**src/logic/flash_cmd_pkg.sv**
```systemverilog
`default_nettype none

// serial NOR flash side: opcodes, instruction codes, frame timing
package flash_cmd_pkg;

	// instruction carried by one frame
	typedef enum logic [2:0] {
		IDLE,
		WREN,
		RDSR,
		SE,
		PP
	} flash_instr_t;

	localparam logic [7:0] OPC_WREN = 8'h06;
	localparam logic [7:0] OPC_RDSR = 8'h05;
	// 64 KiB sector erase
	localparam logic [7:0] OPC_SE   = 8'hD8;
	localparam logic [7:0] OPC_PP   = 8'h02;

	// deselect time: 25 MHz clock, 100 ns tSHSL, rounded up
	localparam int FCLK_MHZ           = 25;
	localparam int T_SHSL_NS          = 100;
	localparam int CS_DESELECT_CYCLES = (FCLK_MHZ * T_SHSL_NS + 999) / 1000;

	localparam int ADDR_BITS    = 24;
	localparam int PAGE_BYTES   = 256;
	localparam int SECTOR_SHIFT = 16;

	// status register bits
	localparam int SR_WIP = 0;
	localparam int SR_WEL = 1;

	// one frame request, go is a single-cycle pulse
	// poll_wel: 1 waits for WEL set, 0 waits for WIP clear
	typedef struct packed {
		logic                 go;
		flash_instr_t         instr;
		logic [ADDR_BITS-1:0] addr;
		logic                 poll_wel;
	} flash_req_t;

endpackage

`default_nettype wire

```
**src/logic/host_pkg.sv**
```systemverilog
`default_nettype none

// host side: command block in the byte RAM and the returned report
package host_pkg;

	// command codes, low nibble of RAM byte 0
	localparam logic [3:0] CMD_UPDATE = 4'd1;
	localparam logic [3:0] CMD_PICKUP = 4'd6;

	// header in RAM
	//   0: cmd in [3:0], upper nibble ignored
	//   1: pages to program
	//   2: last_sector (sector count minus one)
	//   3..5: base_addr, high byte first
	//   6..7: reserved
	localparam int HDR_BYTES     = 6;
	// page data starts here, 256 bytes reused for every page
	localparam int DATA_BASE     = 8;
	localparam int RAM_ADDR_BITS = 9;

	typedef struct packed {
		logic [3:0]                          cmd;
		logic [7:0]                          pages;
		logic [7:0]                          last_sector;
		logic [flash_cmd_pkg::ADDR_BITS-1:0] base_addr;
	} cmd_hdr_t;

	// update report, one byte per tx_v
	//   0: {RPT_STATUS_DONE, cmd}   1: 0   2: last_sector
	//   3..5: final flash address, high byte first   6..7: 0
	localparam int         RPT_BYTES       = 8;
	localparam logic [3:0] RPT_STATUS_DONE = 4'b0100;

endpackage

`default_nettype wire

```
**src/logic/cmd_ram_reader.sv**
```systemverilog
`timescale 1ns/1ps
`default_nettype none

module cmd_ram_reader (
	input  logic                               clk,
	input  logic                               rst_n,
	input  logic                               start,
	input  logic                               byte_req,
	output logic [host_pkg::RAM_ADDR_BITS-1:0] ram_ra,
	input  logic [7:0]                         ram_rd,
	output host_pkg::cmd_hdr_t                 hdr,
	output logic                               hdr_valid,
	output logic [7:0]                         page_byte
);

	typedef logic [host_pkg::RAM_ADDR_BITS-1:0] ra_t;

	// header fetch: address side and data side, one cycle apart
	logic       fetch_on;
	logic [2:0] fetch_idx;
	logic       rd_v;
	logic [2:0] rd_idx;
	// page byte index, wraps each page
	logic [$clog2(flash_cmd_pkg::PAGE_BYTES)-1:0] pidx;
	logic pv1;
	logic pv2;

	always_ff @(posedge clk) begin
		if (!rst_n) begin
			fetch_on  <= 1'b0;
			fetch_idx <= '0;
			rd_v      <= 1'b0;
			rd_idx    <= '0;
			pidx      <= '0;
			pv1       <= 1'b0;
			pv2       <= 1'b0;
			hdr_valid <= 1'b0;
			ram_ra    <= '0;
		end else begin
			rd_v      <= fetch_on;
			rd_idx    <= fetch_idx;
			pv1       <= byte_req;
			pv2       <= pv1;
			// last header byte lands on this edge
			hdr_valid <= rd_v && (rd_idx == 3'(host_pkg::HDR_BYTES - 1));
			if (start && !fetch_on) begin
				fetch_on  <= 1'b1;
				fetch_idx <= '0;
				ram_ra    <= '0;
				pidx      <= '0;
			end else if (fetch_on) begin
				if (fetch_idx == 3'(host_pkg::HDR_BYTES - 1)) begin
					fetch_on <= 1'b0;
				end else begin
					fetch_idx <= fetch_idx + 3'd1;
					ram_ra    <= ra_t'(fetch_idx + 3'd1);
				end
			end else if (byte_req) begin
				ram_ra <= ra_t'(host_pkg::DATA_BASE) + ra_t'(pidx);
				pidx   <= pidx + 1'b1;
			end
		end
	end

	// header fields, high address byte first
	always_ff @(posedge clk) begin
		if (rd_v) begin
			case (rd_idx)
				3'd0: hdr.cmd                <= ram_rd[3:0];
				3'd1: hdr.pages              <= ram_rd;
				3'd2: hdr.last_sector        <= ram_rd;
				3'd3: hdr.base_addr[23:16]   <= ram_rd;
				3'd4: hdr.base_addr[15:8]    <= ram_rd;
				default: hdr.base_addr[7:0]  <= ram_rd;
			endcase
		end
	end

	// held until the engine loads it
	always_ff @(posedge clk) begin
		if (pv2) begin
			page_byte <= ram_rd;
		end
	end

endmodule

`default_nettype wire

```
**src/logic/flash_ctrl_s25fl.sv**
```systemverilog
`timescale 1ns/1ps
`default_nettype none

module flash_ctrl_s25fl (
	input  logic                               clk,
	input  logic                               rst_n,
	input  logic                               start,
	input  logic                               page_ready,
	output logic [host_pkg::RAM_ADDR_BITS-1:0] ram_ra,
	input  logic [7:0]                         ram_rd,
	output logic                               cs_en,
	output logic                               sck_en,
	output logic                               sdo,
	input  logic                               sdi,
	output logic                               tx_v,
	output logic [7:0]                         tx_d,
	output logic                               busy
);

	host_pkg::cmd_hdr_t                  hdr;
	logic                                hdr_valid;
	logic                                byte_req;
	logic [7:0]                          page_byte;
	flash_cmd_pkg::flash_req_t           req;
	logic                                frame_done;
	logic [7:0]                          status;
	logic                                done;
	logic [flash_cmd_pkg::ADDR_BITS-1:0] cur_addr;
	logic                                busy_seq;
	logic                                busy_rpt;

	assign busy = busy_seq | busy_rpt;

	// start only counts while idle
	cmd_ram_reader cmd_ram_reader_i (
		.clk       (clk),
		.rst_n     (rst_n),
		.start     (start & ~busy),
		.byte_req  (byte_req),
		.ram_ra    (ram_ra),
		.ram_rd    (ram_rd),
		.hdr       (hdr),
		.hdr_valid (hdr_valid),
		.page_byte (page_byte)
	);

	flash_sequencer flash_sequencer_i (
		.clk        (clk),
		.rst_n      (rst_n),
		.hdr        (hdr),
		.hdr_valid  (hdr_valid),
		.page_ready (page_ready),
		.frame_done (frame_done),
		.req        (req),
		.done       (done),
		.cur_addr   (cur_addr),
		.busy       (busy_seq)
	);

	spi_frame_engine spi_frame_engine_i (
		.clk        (clk),
		.rst_n      (rst_n),
		.req        (req),
		.page_byte  (page_byte),
		.byte_req   (byte_req),
		.cs_en      (cs_en),
		.sck_en     (sck_en),
		.sdo        (sdo),
		.sdi        (sdi),
		.frame_done (frame_done),
		.status     (status)
	);

	result_reporter result_reporter_i (
		.clk      (clk),
		.rst_n    (rst_n),
		.done     (done),
		.hdr      (hdr),
		.cur_addr (cur_addr),
		.status   (status),
		.tx_v     (tx_v),
		.tx_d     (tx_d),
		.busy_rpt (busy_rpt)
	);

endmodule

`default_nettype wire

```
**src/logic/flash_sequencer.sv**
```systemverilog
`timescale 1ns/1ps
`default_nettype none

module flash_sequencer (
	input  logic                                clk,
	input  logic                                rst_n,
	input  host_pkg::cmd_hdr_t                  hdr,
	input  logic                                hdr_valid,
	input  logic                                page_ready,
	input  logic                                frame_done,
	output flash_cmd_pkg::flash_req_t           req,
	output logic                                done,
	output logic [flash_cmd_pkg::ADDR_BITS-1:0] cur_addr,
	output logic                                busy
);

	typedef logic [flash_cmd_pkg::ADDR_BITS-1:0] addr_t;

	typedef enum logic [2:0] {
		S_IDLE,
		S_ISSUE,
		S_WAIT,
		S_PAGE,
		S_DONE
	} seq_state_t;

	seq_state_t state;
	// step in a group: WREN, RDSR(WEL), SE or PP, RDSR(WIP)
	logic [1:0] step;
	// 0 while erasing, 1 while programming
	logic       prog;
	logic       pick;
	logic [7:0] sect;
	logic [7:0] page;
	// page_ready seen but not yet used
	logic       page_pend;
	addr_t      se_addr;
	addr_t      pp_addr;

	assign se_addr = hdr.base_addr + (addr_t'(sect) << flash_cmd_pkg::SECTOR_SHIFT);
	assign pp_addr = hdr.base_addr + (addr_t'(page) << $clog2(flash_cmd_pkg::PAGE_BYTES));

	always_ff @(posedge clk) begin
		if (!rst_n) begin
			state     <= S_IDLE;
			req       <= '0;
			done      <= 1'b0;
			busy      <= 1'b0;
			cur_addr  <= '0;
			step      <= '0;
			prog      <= 1'b0;
			pick      <= 1'b0;
			sect      <= '0;
			page      <= '0;
			page_pend <= 1'b0;
		end else begin
			req.go <= 1'b0;
			done   <= 1'b0;
			if (page_ready) begin
				page_pend <= 1'b1;
			end
			case (state)
				S_IDLE: begin
					if (hdr_valid) begin
						busy      <= 1'b1;
						step      <= '0;
						prog      <= 1'b0;
						sect      <= '0;
						page      <= '0;
						page_pend <= 1'b0;
						pick      <= (hdr.cmd == host_pkg::CMD_PICKUP);
						if (hdr.cmd == host_pkg::CMD_UPDATE || hdr.cmd == host_pkg::CMD_PICKUP) begin
							state <= S_ISSUE;
						end else begin
							// unknown command, report straight away
							done  <= 1'b1;
							state <= S_DONE;
						end
					end
				end
				S_ISSUE: begin
					req.go       <= 1'b1;
					req.poll_wel <= 1'b0;
					state        <= S_WAIT;
					if (pick) begin
						req.instr <= flash_cmd_pkg::RDSR;
					end else begin
						case (step)
							2'd0: req.instr <= flash_cmd_pkg::WREN;
							2'd1: begin
								req.instr    <= flash_cmd_pkg::RDSR;
								req.poll_wel <= 1'b1;
							end
							2'd2: begin
								req.instr <= prog ? flash_cmd_pkg::PP : flash_cmd_pkg::SE;
								req.addr  <= prog ? pp_addr : se_addr;
								cur_addr  <= prog ? pp_addr : se_addr;
							end
							default: req.instr <= flash_cmd_pkg::RDSR;
						endcase
					end
				end
				S_WAIT: begin
					if (frame_done) begin
						if (pick) begin
							done  <= 1'b1;
							state <= S_DONE;
						end else if (step != 2'd3) begin
							step  <= step + 2'd1;
							state <= S_ISSUE;
						end else begin
							step <= '0;
							// next sector, last page, or next page
							if (!prog && sect != hdr.last_sector) begin
								sect  <= sect + 8'd1;
								state <= S_ISSUE;
							end else if (prog ? (page == hdr.pages - 8'd1) : (hdr.pages == 8'd0)) begin
								done  <= 1'b1;
								state <= S_DONE;
							end else begin
								if (prog) begin
									page <= page + 8'd1;
								end
								prog  <= 1'b1;
								state <= S_PAGE;
							end
						end
					end
				end
				S_PAGE: begin
					// host pulse gates every page
					if (page_pend || page_ready) begin
						page_pend <= 1'b0;
						state     <= S_ISSUE;
					end
				end
				default: begin
					// done cycle, reporter takes over busy
					busy  <= 1'b0;
					state <= S_IDLE;
				end
			endcase
		end
	end

endmodule

`default_nettype wire

```
**src/logic/result_reporter.sv**
```systemverilog
`timescale 1ns/1ps
`default_nettype none

module result_reporter (
	input  logic                                clk,
	input  logic                                rst_n,
	input  logic                                done,
	input  host_pkg::cmd_hdr_t                  hdr,
	input  logic [flash_cmd_pkg::ADDR_BITS-1:0] cur_addr,
	input  logic [7:0]                          status,
	output logic                                tx_v,
	output logic [7:0]                          tx_d,
	output logic                                busy_rpt
);

	logic [$clog2(host_pkg::RPT_BYTES)-1:0] idx;
	logic [$clog2(host_pkg::RPT_BYTES)-1:0] nxt_idx;
	// pickup sends only the status byte
	logic single;
	logic pickup;

	assign pickup  = (hdr.cmd == host_pkg::CMD_PICKUP);
	assign nxt_idx = idx + 1'b1;

	// update report layout
	function automatic logic [7:0] rpt_byte(input logic [$clog2(host_pkg::RPT_BYTES)-1:0] i);
		case (i)
			3'd0:    return {host_pkg::RPT_STATUS_DONE, hdr.cmd};
			3'd2:    return hdr.last_sector;
			3'd3:    return cur_addr[23:16];
			3'd4:    return cur_addr[15:8];
			3'd5:    return cur_addr[7:0];
			default: return 8'h00;
		endcase
	endfunction

	always_ff @(posedge clk) begin
		if (!rst_n) begin
			tx_v     <= 1'b0;
			busy_rpt <= 1'b0;
			single   <= 1'b0;
			idx      <= '0;
		end else if (done) begin
			tx_v     <= 1'b1;
			busy_rpt <= 1'b1;
			single   <= pickup;
			idx      <= '0;
		end else if (tx_v) begin
			// busy drops on the same edge as the last byte
			if (single || idx == ($bits(idx))'(host_pkg::RPT_BYTES - 1)) begin
				tx_v     <= 1'b0;
				busy_rpt <= 1'b0;
			end else begin
				idx <= nxt_idx;
			end
		end
	end

	always_ff @(posedge clk) begin
		if (done) begin
			tx_d <= pickup ? status : rpt_byte('0);
		end else if (tx_v) begin
			tx_d <= rpt_byte(nxt_idx);
		end
	end

endmodule

`default_nettype wire

```
**src/logic/spi_frame_engine.sv**
```systemverilog
`timescale 1ns/1ps
`default_nettype none

module spi_frame_engine (
	input  logic                      clk,
	input  logic                      rst_n,
	input  flash_cmd_pkg::flash_req_t req,
	input  logic [7:0]                page_byte,
	output logic                      byte_req,
	output logic                      cs_en,
	output logic                      sck_en,
	output logic                      sdo,
	input  logic                      sdi,
	output logic                      frame_done,
	output logic [7:0]                status
);

	typedef enum logic [2:0] {
		E_IDLE,
		E_CMD,
		E_DATA,
		E_POLL,
		E_DESEL
	} eng_state_t;

	eng_state_t                 st;
	flash_cmd_pkg::flash_instr_t instr;
	logic                       poll_wel;
	// opcode then address, MSB leaves first
	logic [31:0]                sh;
	// bits left in the current field, minus one
	logic [4:0]                 bit_cnt;
	logic [7:0]                 byte_cnt;
	logic [6:0]                 rx;
	logic [7:0]                 rx_byte;
	logic                       poll_met;
	logic [$clog2(flash_cmd_pkg::CS_DESELECT_CYCLES + 1)-1:0] dcnt;

	function automatic logic [7:0] opcode(input flash_cmd_pkg::flash_instr_t i);
		case (i)
			flash_cmd_pkg::WREN: return flash_cmd_pkg::OPC_WREN;
			flash_cmd_pkg::SE:   return flash_cmd_pkg::OPC_SE;
			flash_cmd_pkg::PP:   return flash_cmd_pkg::OPC_PP;
			default:             return flash_cmd_pkg::OPC_RDSR;
		endcase
	endfunction

	assign sdo = sh[31];
	// flash drives status right after the last opcode bit
	assign rx_byte  = {rx, sdi};
	assign poll_met = poll_wel ? rx_byte[flash_cmd_pkg::SR_WEL] : !rx_byte[flash_cmd_pkg::SR_WIP];

	always_ff @(posedge clk) begin
		if (!rst_n) begin
			st         <= E_IDLE;
			cs_en      <= 1'b0;
			sck_en     <= 1'b0;
			byte_req   <= 1'b0;
			frame_done <= 1'b0;
			bit_cnt    <= '0;
			byte_cnt   <= '0;
			dcnt       <= '0;
		end else begin
			byte_req   <= 1'b0;
			frame_done <= 1'b0;
			case (st)
				E_IDLE: begin
					if (req.go) begin
						cs_en    <= 1'b1;
						sck_en   <= 1'b1;
						instr    <= req.instr;
						poll_wel <= req.poll_wel;
						sh       <= {opcode(req.instr), req.addr};
						st       <= E_CMD;
						// address only for SE and PP
						if (req.instr == flash_cmd_pkg::SE || req.instr == flash_cmd_pkg::PP) begin
							bit_cnt <= 5'd31;
						end else begin
							bit_cnt <= 5'd7;
						end
						// first page byte well ahead of use
						byte_req <= (req.instr == flash_cmd_pkg::PP);
					end
				end
				E_CMD: begin
					sh      <= sh << 1;
					bit_cnt <= bit_cnt - 5'd1;
					if (bit_cnt == 5'd0) begin
						bit_cnt <= 5'd7;
						if (instr == flash_cmd_pkg::PP) begin
							sh       <= {page_byte, 24'h0};
							byte_cnt <= '0;
							byte_req <= 1'b1;
							st       <= E_DATA;
						end else if (instr == flash_cmd_pkg::RDSR) begin
							st <= E_POLL;
						end else begin
							cs_en  <= 1'b0;
							sck_en <= 1'b0;
							dcnt   <= '0;
							st     <= E_DESEL;
						end
					end
				end
				E_DATA: begin
					sh      <= sh << 1;
					bit_cnt <= bit_cnt - 5'd1;
					if (bit_cnt == 5'd0) begin
						if (byte_cnt == 8'(flash_cmd_pkg::PAGE_BYTES - 1)) begin
							cs_en  <= 1'b0;
							sck_en <= 1'b0;
							dcnt   <= '0;
							st     <= E_DESEL;
						end else begin
							sh       <= {page_byte, 24'h0};
							bit_cnt  <= 5'd7;
							byte_cnt <= byte_cnt + 8'd1;
							// no request past the last byte
							byte_req <= (byte_cnt != 8'(flash_cmd_pkg::PAGE_BYTES - 2));
						end
					end
				end
				E_POLL: begin
					rx      <= rx_byte[6:0];
					bit_cnt <= bit_cnt - 5'd1;
					if (bit_cnt == 5'd0) begin
						status  <= rx_byte;
						bit_cnt <= 5'd7;
						// chip select held until a byte meets the condition
						if (poll_met) begin
							cs_en  <= 1'b0;
							sck_en <= 1'b0;
							dcnt   <= '0;
							st     <= E_DESEL;
						end
					end
				end
				default: begin
					if (dcnt == ($bits(dcnt))'(flash_cmd_pkg::CS_DESELECT_CYCLES - 1)) begin
						frame_done <= 1'b1;
						st         <= E_IDLE;
					end else begin
						dcnt <= dcnt + 1'b1;
					end
				end
			endcase
		end
	end

endmodule

`default_nettype wire

```
**config.mk**
```make
export PLATFORM = sky130hd
export DESIGN_NAME = flash_ctrl_s25fl
export DESIGN_NICKNAME = d
export VERILOG_FILES = /design/src/logic/flash_cmd_pkg.sv /design/src/logic/host_pkg.sv /design/src/logic/cmd_ram_reader.sv /design/src/logic/flash_ctrl_s25fl.sv /design/src/logic/flash_sequencer.sv /design/src/logic/result_reporter.sv /design/src/logic/spi_frame_engine.sv
export SDC_FILE = /design/constraint.sdc
export NUM_CORES = 1
export LEC_CHECK = 0
export ABC_AREA = 1
export BUFFER_PORTS_ARGS = -buffer_cell sky130_fd_sc_hd__buf_2
export CAP_MARGIN = 20
export CORE_ASPECT_RATIO = 1.2
export CORE_MARGIN = 5
export CORE_UTILIZATION = 30
export DETAILED_ROUTE_END_ITERATION = 10
export GPL_ROUTABILITY_DRIVEN = 0
export GPL_TIMING_DRIVEN = 0
export HOLD_SLACK_MARGIN = 0.03
export PLACE_DENSITY = 0.48
export SYNTH_ARGS = -nofsm -noshare
export SYNTH_HDL_FRONTEND = slang
export SYNTH_SLANG_ARGS = --single-unit
```
**constraint.sdc**
```tcl
create_clock -name clk -period 3.1 [get_ports clk]
set_input_delay 0.465 -clock clk [delete_from_list [all_inputs] [get_ports clk]]
set_output_delay 0.465 -clock clk [all_outputs]
set_load 0.03 [all_outputs]
```
Yosys cells after proc, flatten, opt, wreduce, memory -nomap -nowiden
Index checks and enable logic that the tools add are counted.
{"block": "word_totals", "reg_bits": 221, "output_inout_bits": 22, "elab_cells": 311}
{"block": "classes", "n_addsub": 14, "n_eq_ne": 53, "muxes": 127, "n_bitwise": 11, "n_reduce_logical": 60}
{"cell": "$mux 32", "n": 5}
{"cell": "$mux 8", "n": 18}
{"cell": "$pmux 32 s3", "n": 1}
{"cell": "$mux 3", "n": 19}
{"cell": "$mux 24", "n": 2}
{"cell": "$pmux 8 s2", "n": 3}
{"cell": "$mux 1", "n": 43}
{"cell": "$pmux 8 s5", "n": 1}
{"cell": "$add 8x1->8 const B", "n": 4}
{"cell": "$eq 3x2->1 const B", "n": 10}
{"cell": "$reduce_and 2->1", "n": 15}
{"cell": "$mux 29", "n": 1}
{"cell": "$mux 9", "n": 3}
{"cell": "$mux 25", "n": 1}
{"cell": "$mux 5", "n": 5}
{"cell": "$add 24x16->24", "n": 1}
{"cell": "$add 24x24->24", "n": 1}
{"cell": "$eq 3x3->1 const B", "n": 8}
{"cell": "$mux 2", "n": 12}
{"cell": "$pmux 3 s4", "n": 2}
{"cell": "$pmux 8 s3", "n": 1}
{"cell": "$ne 2x2->1 const B", "n": 11}
{"cell": "$ne 2x1->1 const B", "n": 10}
{"cell": "$reduce_and 9->1", "n": 2}
{"cell": "46 further kinds", "n": 86}

Longest topological paths before layout
Gate-level depths: netlist of run 1.
{"block": "depth", "depth_word": 9, "depth_mapped": 19, "mapped_depth_nobuf": 18}

Cells and area by module
From an unflattened synthesis of run 1, not the netlist that was laid out.
{"block": "unflattened", "cells_unflattened": 1384, "hier_area_um2": 11260.8}
{"mod": "flash_sequencer", "n_inst": 1, "cells_each": 599, "area_per_inst_um2": 3978.8}
{"mod": "spi_frame_engine", "n_inst": 1, "cells_each": 389, "area_per_inst_um2": 3392.0}
{"mod": "cmd_ram_reader", "n_inst": 1, "cells_each": 226, "area_per_inst_um2": 2803.9}
{"mod": "result_reporter", "n_inst": 1, "cells_each": 165, "area_per_inst_um2": 1062.3}
{"mod": "flash_ctrl_s25fl", "n_inst": 1, "cells_each": 5, "area_per_inst_um2": 23.8}

Worst setup path after synthesis of run 1
Ideal clock, no wire load.
{"block": "synth_path", "path_type": "input-to-reg", "from": "in rst_n", "to": "reg spi_frame_engine_i.sh[0] (enable)", "arrival_ns": 2.484, "required_ns": 2.679, "setup_slack_ns": 0.195, "cell_stages": 4, "path_buffers": 2, "path_cell_list": "clkbuf_1 > clkbuf_1 > o21ai_0 > nor2_1"}
{"block": "synth_between", "elab_chain_len": 1}
{"item": "start, declared", "line": "flash_ctrl_s25fl.sv:6", "text": "input logic rst_n,"}
{"item": "$reduce_and 3->1 (no source line)"}
{"item": "end signal, assigned", "line": "spi_frame_engine.sv:73", "text": "sh <= {opcode(req.instr), req.addr};"}
{"item": "end signal, assigned", "line": "spi_frame_engine.sv:86", "text": "sh <= sh << 1;"}
{"item": "end signal, assigned", "line": "spi_frame_engine.sv:91", "text": "sh <= {page_byte, 24'h0};"}
{"item": "end, declared", "line": "spi_frame_engine.sv:30", "text": "logic [31:0] sh;"}
No other way between the ends.
A chain may end at the register's enable or synchronous reset.

Worst setup path in the final report of run 1
{"block": "layout_path", "from": "reg flash_sequencer_i.page[0]", "to": "reg, netlist name flash_sequencer_i.req[23]"}
{"block": "layout_between", "elab_chain_len": 2}
{"item": "start, declared", "line": "flash_sequencer.sv:34", "text": "logic [7:0] page;"}
{"item": "start signal, assigned", "line": "flash_sequencer.sv:122", "text": "page <= page + 8'd1;"}
{"item": "$add 24x16->24", "line": "flash_sequencer.sv:41", "text": "assign pp_addr = hdr.base_addr + (addr_t'(page) << $clog2(flash_cmd_pkg::PAGE_BYTES));"}
{"item": "$mux 24", "line": "flash_sequencer.sv:96", "text": "req.addr <= prog ? pp_addr : se_addr;"}
No other way between the ends.

==> impl_metrics.yaml, run 1 <==
timing:
  worst_hold_slack_ns: 0.157
  rsz0062_at_grt: "false"
  finalMaxSlewViolations: 0
  fmax_mhz: 381
  skew_ns: 0.0282
  setup_viol: 0
  finalHoldViolCount: 0
  period_share_pct: 84.6
  slew_headroom_pct: 34.8
  tightest_slew_ns: 0.978
  fin_crit_ns: 2.62
die:
  rows: 75
  die_w_um: 181
  die_h_um: 215
  pin_count: 35
  start_util_pct: 30.2
  coreArea_um2: 34800
  dieArea_um2: 39000
routing:
  vias_per_cell: 4.68
  post-route-drc-count: 0
  vias: 8171
  firstDrtPassIters: 5
  drtAntennaViolNets: 0
  routedWlPerCell_um: 16.5
  drtIter0Drc: 441
  wirelength_um: 28800
pwr:
  ir_worst_vdd_mv: 0.285
  pwr_density_cell_nw_per_um2: 632
  p_leak_uw: 0.00473
grt:
  grt.total_usage_pct: 14.4
  use_met1_pct: 19.0
  grt_max_degree: 32
  grt_util_met2_pct: 25.5
  grt_pass1_wl_um: 45000
  gr-max-usage-layer: "met2"
  grt_overflow: 0
  antenna_found_initial: 0
  met3_usage_pct: 1.67
  first_global_vias: 7938
placed_design:
  dp_hpwl_um: 21500
  portBuffers: 34
  dpl-instance-area_um2: 11300
cts:
  cts_setup_buffers: 0
  clock-root-buffer: "clkbuf_16"
  cts.sinks: 221
  path_clk_slew_ns: 0.06
  cts_resized: 0
  cts_hold_buf: 0
  clockBufferDepth: 3
  cts_max_level: 1
  cts_tree: "yes"
  cts_buffers: 25
  insertion_delay_ns: 0.54
worst_setup_path:
  crit_type: "flop to flop"
  crit_fanout: 6
  critPathArrivalTime_ns: 3.07
  start_kind: "flop"
  cp-end-kind: "flop"
  required_ns: 3.54
logic_synthesis:
  synthesis.area_um2: 10500
  yosys_warnings: 0
  synth-seq-cells: 221
  synthCells: 1200
  synth.distinct_cells: 52
  synth.avg_cell_area_um2: 8.78
  yosysSeqAreaShare_pct: 52.6
  async_flop_share_pct: 0
  synth_edf_count: 111
  synth_nets: 1252
  synth-main-ff-cell: "edfxtp_1"
finish:
  antenna_cells: 0
  fin_nets: 1316
  syn_to_final_growth_pct: 15.8
  drive_gt1_share_pct: 10.8
  final_cell_area_um2: 12200
hold_path:
  hp-class: "primary input to flop"
status:
  status: "finished, final reports clean"
job:
  drv_cap: 0
[flip-flops by register name, indices dropped and copies added, names as in the netlist, 3 cells and up]
signal	cells
cmd_ram_reader_i.hdr	44
spi_frame_engine_i.sh	32
flash_sequencer_i.req	29
cmd_ram_reader_i.ram_ra	9
cmd_ram_reader_i.page_byte	8
cmd_ram_reader_i.pidx	8
flash_sequencer_i.page	8
flash_sequencer_i.sect	8
result_reporter_i.tx_d	8
spi_frame_engine_i.byte_cnt	8
spi_frame_engine_i.status	8
spi_frame_engine_i.rx	7
spi_frame_engine_i.bit_cnt	5
cmd_ram_reader_i.fetch_idx	3
cmd_ram_reader_i.rd_idx	3
flash_sequencer_i.state	3
result_reporter_i.idx	3
spi_frame_engine_i.instr	3
spi_frame_engine_i.st	3
[routing by layer]
layer | part of all wire [%] | wire (um)
met1 | 46 | 13200
met2 | 49 | 14100
met3 | 3.4 | 986
met4 | 1.7 | 482
met5 | 0 | 0
[cell type report]
| type | count | area [um^2] |
|---|---|---|
| fill | 3590 | 22600 |
| sequential | 221 | 5540 |
| multi-input combinational | 767 | 4190 |
| inverter | 186 | 699 |
| clock buffer | 31 | 689 |
| tap | 462 | 578 |
| timing repair buffer | 37 | 200 |
| clock inverter | 15 | 190 |
| buffer | 26 | 118 |
[synthesized netlist by cell type, drive strengths merged (3+ instances only)]
cell type,number,share of area [%]
ha,37,4.4
o221ai,4,0.33
nand2,222,8.3
xor2,17,1.4
dfxtp,110,21
a211oi,9,0.64
clkbuf,18,0.65
a221oi,8,0.67
a21oi,107,5.2
nor4,3,0.18
nor2,104,4.0
nor3,29,1.5
inv,183,6.5
o21ai,86,4.2
xnor2,12,1.0
a31oi,9,0.53
o211ai,8,0.57
or2,6,0.36
nand3,45,2.3
nand3b,3,0.21
clkinv,3,0.12
nand4,11,0.65
buf,8,0.46
edfxtp,111,32
o22ai,31,1.8
[through the flow]
step | TNS [ns] | power [uW] | cells | setup slack [ns] | util, %
2_1_floorplan | 0 | 4250 | 1200 | 0.195 | -
6_report | 0 | 7700 | 1745 | 0.476 | 35.0
5_1_grt | 0 | 8050 | 1745 | 0.243 | 35.0
3_5_place_dp | 0 | 4600 | 1699 | 0.401 | 32.5
3_3_place_gp | -43.88 | 4570 | 1696 | -1.37 | 32.4
4_1_cts | 0 | 7800 | 1745 | 0.458 | 35.0
[critical path: stages, from the launching register on]
cell      delay (ns)
dfxtp_1         0.49
ha_1            0.27
inv_1           0.07
fa_1            0.43
nand3b_1        0.17
nand2_1         0.15
a21oi_1         0.12
o21ai_1         0.20
nand2_1         0.11
nor2_1          0.15
nand2_1         0.07
nand2_1         0.06
nand3_1         0.08
a21oi_1         0.15
[cells in the final DEF (no fill, tap or decap), types with 11 or more instances in the layout]
cell type / Yosys / routed
a21oi_1: 105 / 105
buf_2: 6 / 42
clkbuf_1: 17 / 20
clkbuf_16: 0 / 26
dfxtp_1: 110 / 110
edfxtp_1: 111 / 111
ha_1: 37 / 37
inv_1: 171 / 171
inv_2: 12 / 12
nand2_1: 207 / 207
nand2_2: 14 / 14
nand3_1: 42 / 42
nand4_1: 11 / 11
nor2_1: 94 / 93
nor3_1: 28 / 28
o21ai_0: 76 / 76
o22ai_1: 31 / 31
xnor2_1: 12 / 12
xor2_1: 17 / 17
[worst paths after layout]
kind                                     to                       from  depth (start not counted)  slack [ns]
setup / recovery  flash_sequencer_i.req[23]  flash_sequencer_i.page[0]                         13        0.48
hold / removal     spi_frame_engine_i.rx[0]                        sdi                          1        0.16
setup reg to reg  flash_sequencer_i.req[23]  flash_sequencer_i.page[0]                         13        0.48
hold reg to reg        cmd_ram_reader_i.pv2       cmd_ram_reader_i.pv1                          2        0.42
[report_power, final]
part	internal, uW	switching, uW
clock	1920	1250
sequential	3360	106
combinational	311	755
total	5590	2120
[logic make-up after synthesis]
group                      after synthesis  synth area share, %
and+or+nand+nor                        426                 17.7
buffers and inverters                  212                 7.76
DFF                                    221                 52.6
xor gates and xnor gates                29                 2.41
adders and majority gates               39                 4.78
AOI/OAI and AO/OA                      273                 14.8
(Power assumes the default switching activity.)
==> run 2: changes to the inputs <==
Settings changed: PLACE_DENSITY 0.48 to 0.5.
Clock period 3.1 ns to 2.3 ns, I/O delays scaled along.
==> run 2 against run 1 <==
Die area did not move. Core utilization rose by 0.33 points. Worst setup slack got worse by 0.38 ns. Global-route usage rose by 0.16 points. Clock power rose by 34%. Cell area rose by 0.95%. Critical endpoint is now result_reporter_i.tx_d[7]. Largest cell class unchanged.
==> impl_metrics.yaml, run 2 (synthesis gave the netlist of run 1 again) <==
cts:
  cts_buffers: 25
  insertion_delay_ns: 0.54
  cts_max_level: 1
  clockBufferDepth: 3
  clock-root-buffer: "clkbuf_16"
  path_clk_slew_ns: 0.07
  cts_tree: "yes"
  cts.sinks: 221
finish:
  fin_nets: 1323
  final_common_cell: "nand2_1"
  top_regs: "cmd_ram_reader_i.hdr x44, spi_frame_engine_i.sh x32, flash_sequencer_i.req x29"
  layout_common_cells: "nand2_1 (203), inv_1 (168), edfxtp_1 (111)"
  final_cell_area_um2: 12300
  largest_register_ffs: 44
  drive_gt1_share_pct: 12.9
  regMostFlops: "cmd_ram_reader_i.hdr"
  syn_to_final_growth_pct: 16.9
  antenna_cells: 0
  finish.utilization_pct: 35.4
die:
  start_util_pct: 30.2
  pin_count: 35
  die_w_um: 181
  rows: 75
  dieArea_um2: 39000
  coreArea_um2: 34800
  die_h_um: 215
timing:
  fmax_mhz: 454
  fin_tns_setup_ns: 0
  period_share_pct: 95.7
  slew_headroom_pct: 33.8
  tightest_slew_ns: 0.990
  finalMaxSlewViolations: 0
  worst_hold_slack_ns: 0.120
  fin_crit_ns: 2.20
  finalHoldViolCount: 0
  setup_viol: 0
  rsz0062_at_grt: "true"
  skew_ns: 0.0128
routing:
  drtIter0Drc: 482
  top_layer_used: "met4"
  firstDrtPassIters: 5
  post-route-drc-count: 0
  vias: 8332
  met2_length_um: 14300
  routedWlPerCell_um: 16.5
  wirelength_um: 28900
  vias_per_cell: 4.76
  drtAntennaViolNets: 0
  wl_met3_um: 1210
  wl_met1_um: 12800
pwr:
  ir_worst_vdd_mv: 0.342
  p_leak_uw: 0.00477
  pwr_density_cell_nw_per_um2: 844
hold_path:
  hp-class: "primary input to flop"
  holdPathEnd: "flash_sequencer_i.state[0]"
  min_from: "page_ready"
  whs_path_depth: 4
worst_setup_path:
  r2r-start: "result_reporter_i.idx[0]"
  cp-end-kind: "flop"
  crit_fanout: 8
  r2r_cells: 6
  start_kind: "flop"
  critPathArrivalTime_ns: 2.47
  r2r_slack_ns: 0.1
  required_ns: 2.57
  crit_type: "flop to flop"
  rr_endpoint: "result_reporter_i.tx_d[7]"
grt:
  grt_max_degree: 31
  grt_pass1_wl_um: 45400
  grt_overflow: 0
  antenna_found_initial: 0
  grt.total_usage_pct: 14.6
  first_global_vias: 8032
placed_design:
  dpl-instance-area_um2: 11300
  portBuffers: 34
  dp_hpwl_um: 21300
job:
  drv_cap: 0
status:
  status: "finished, final reports clean"
-- run 2: how the worst max path moves through the flow --
stage	start	to	depth (start not counted)
floorplan	rst_n	spi_frame_engine_i.sh[0]	4
global placement	rst_n	spi_frame_engine_i.sh[4]	5
detailed placement	rst_n	spi_frame_engine_i.status[7]	4
CTS	spi_frame_engine_i.bit_cnt[0]	spi_frame_engine_i.status[3]	4
global route	cmd_ram_reader_i.hdr[16]	flash_sequencer_i.req[23]	10
finish	result_reporter_i.idx[0]	result_reporter_i.tx_d[7]	6
-- run 2: cell type report --
| cell class | count | area [um^2] |
|---|---|---|
| Tap cell | 462 | 578 |
| Sequential cell | 221 | 5540 |
| Inverter | 186 | 699 |
| Fill cell | 3551 | 22500 |
| Clock inverter | 15 | 190 |
| Clock buffer | 31 | 688 |
| Multi-Input combinational cell | 767 | 4240 |
| Buffer | 26 | 118 |
| Timing Repair Buffer | 44 | 258 |
-- run 2: worst max-delay path: stages (launching register included) --
cell	delay (ns)
dfxtp_1	0.34
ha_1	0.21
ha_1	0.33
nand2_1	0.28
o22ai_1	0.18
a221oi_1	0.47
o21ai_0	0.14
-- run 2: metal layers --
layer | vias up | GRT usage, %
li1 | 4212 | -
met5 | - | 0
met2 | 156 | 25.7
met4 | 0 | 3.83
met1 | 3930 | 19.0
met3 | 34 | 1.79
-- run 2: repair_timing --
action / 4_1_cts / 5_1_grt
pin swaps: 1 / 6
endpoints found under the hold margin: 2 / 0
setup endpoints to repair: 4 / 37
buffers inserted: 1 / 5
hold buffers: 1 / 0
resized for setup: 9 / 14
-- run 2: through the flow --
stage	total power [uW]	instances	worst slack [ns]
4_1_cts	10500	1746	0.0122
5_1_grt	10900	1752	-0.0121
3_3_place_gp	6170	1696	-1.29
6_report	10400	1752	0.0996
3_5_place_dp	6210	1698	-0.370
2_1_floorplan	5720	1200	0.0199
-- run 2: report_power, final --
group | total [uW] | internal [uW] | switching [uW] | leakage [uW]
registers | 4670 | 4520 | 144 | 0.00191
clock network | 4260 | 2580 | 1680 | 0.000428
logic | 1460 | 426 | 1030 | 0.00243
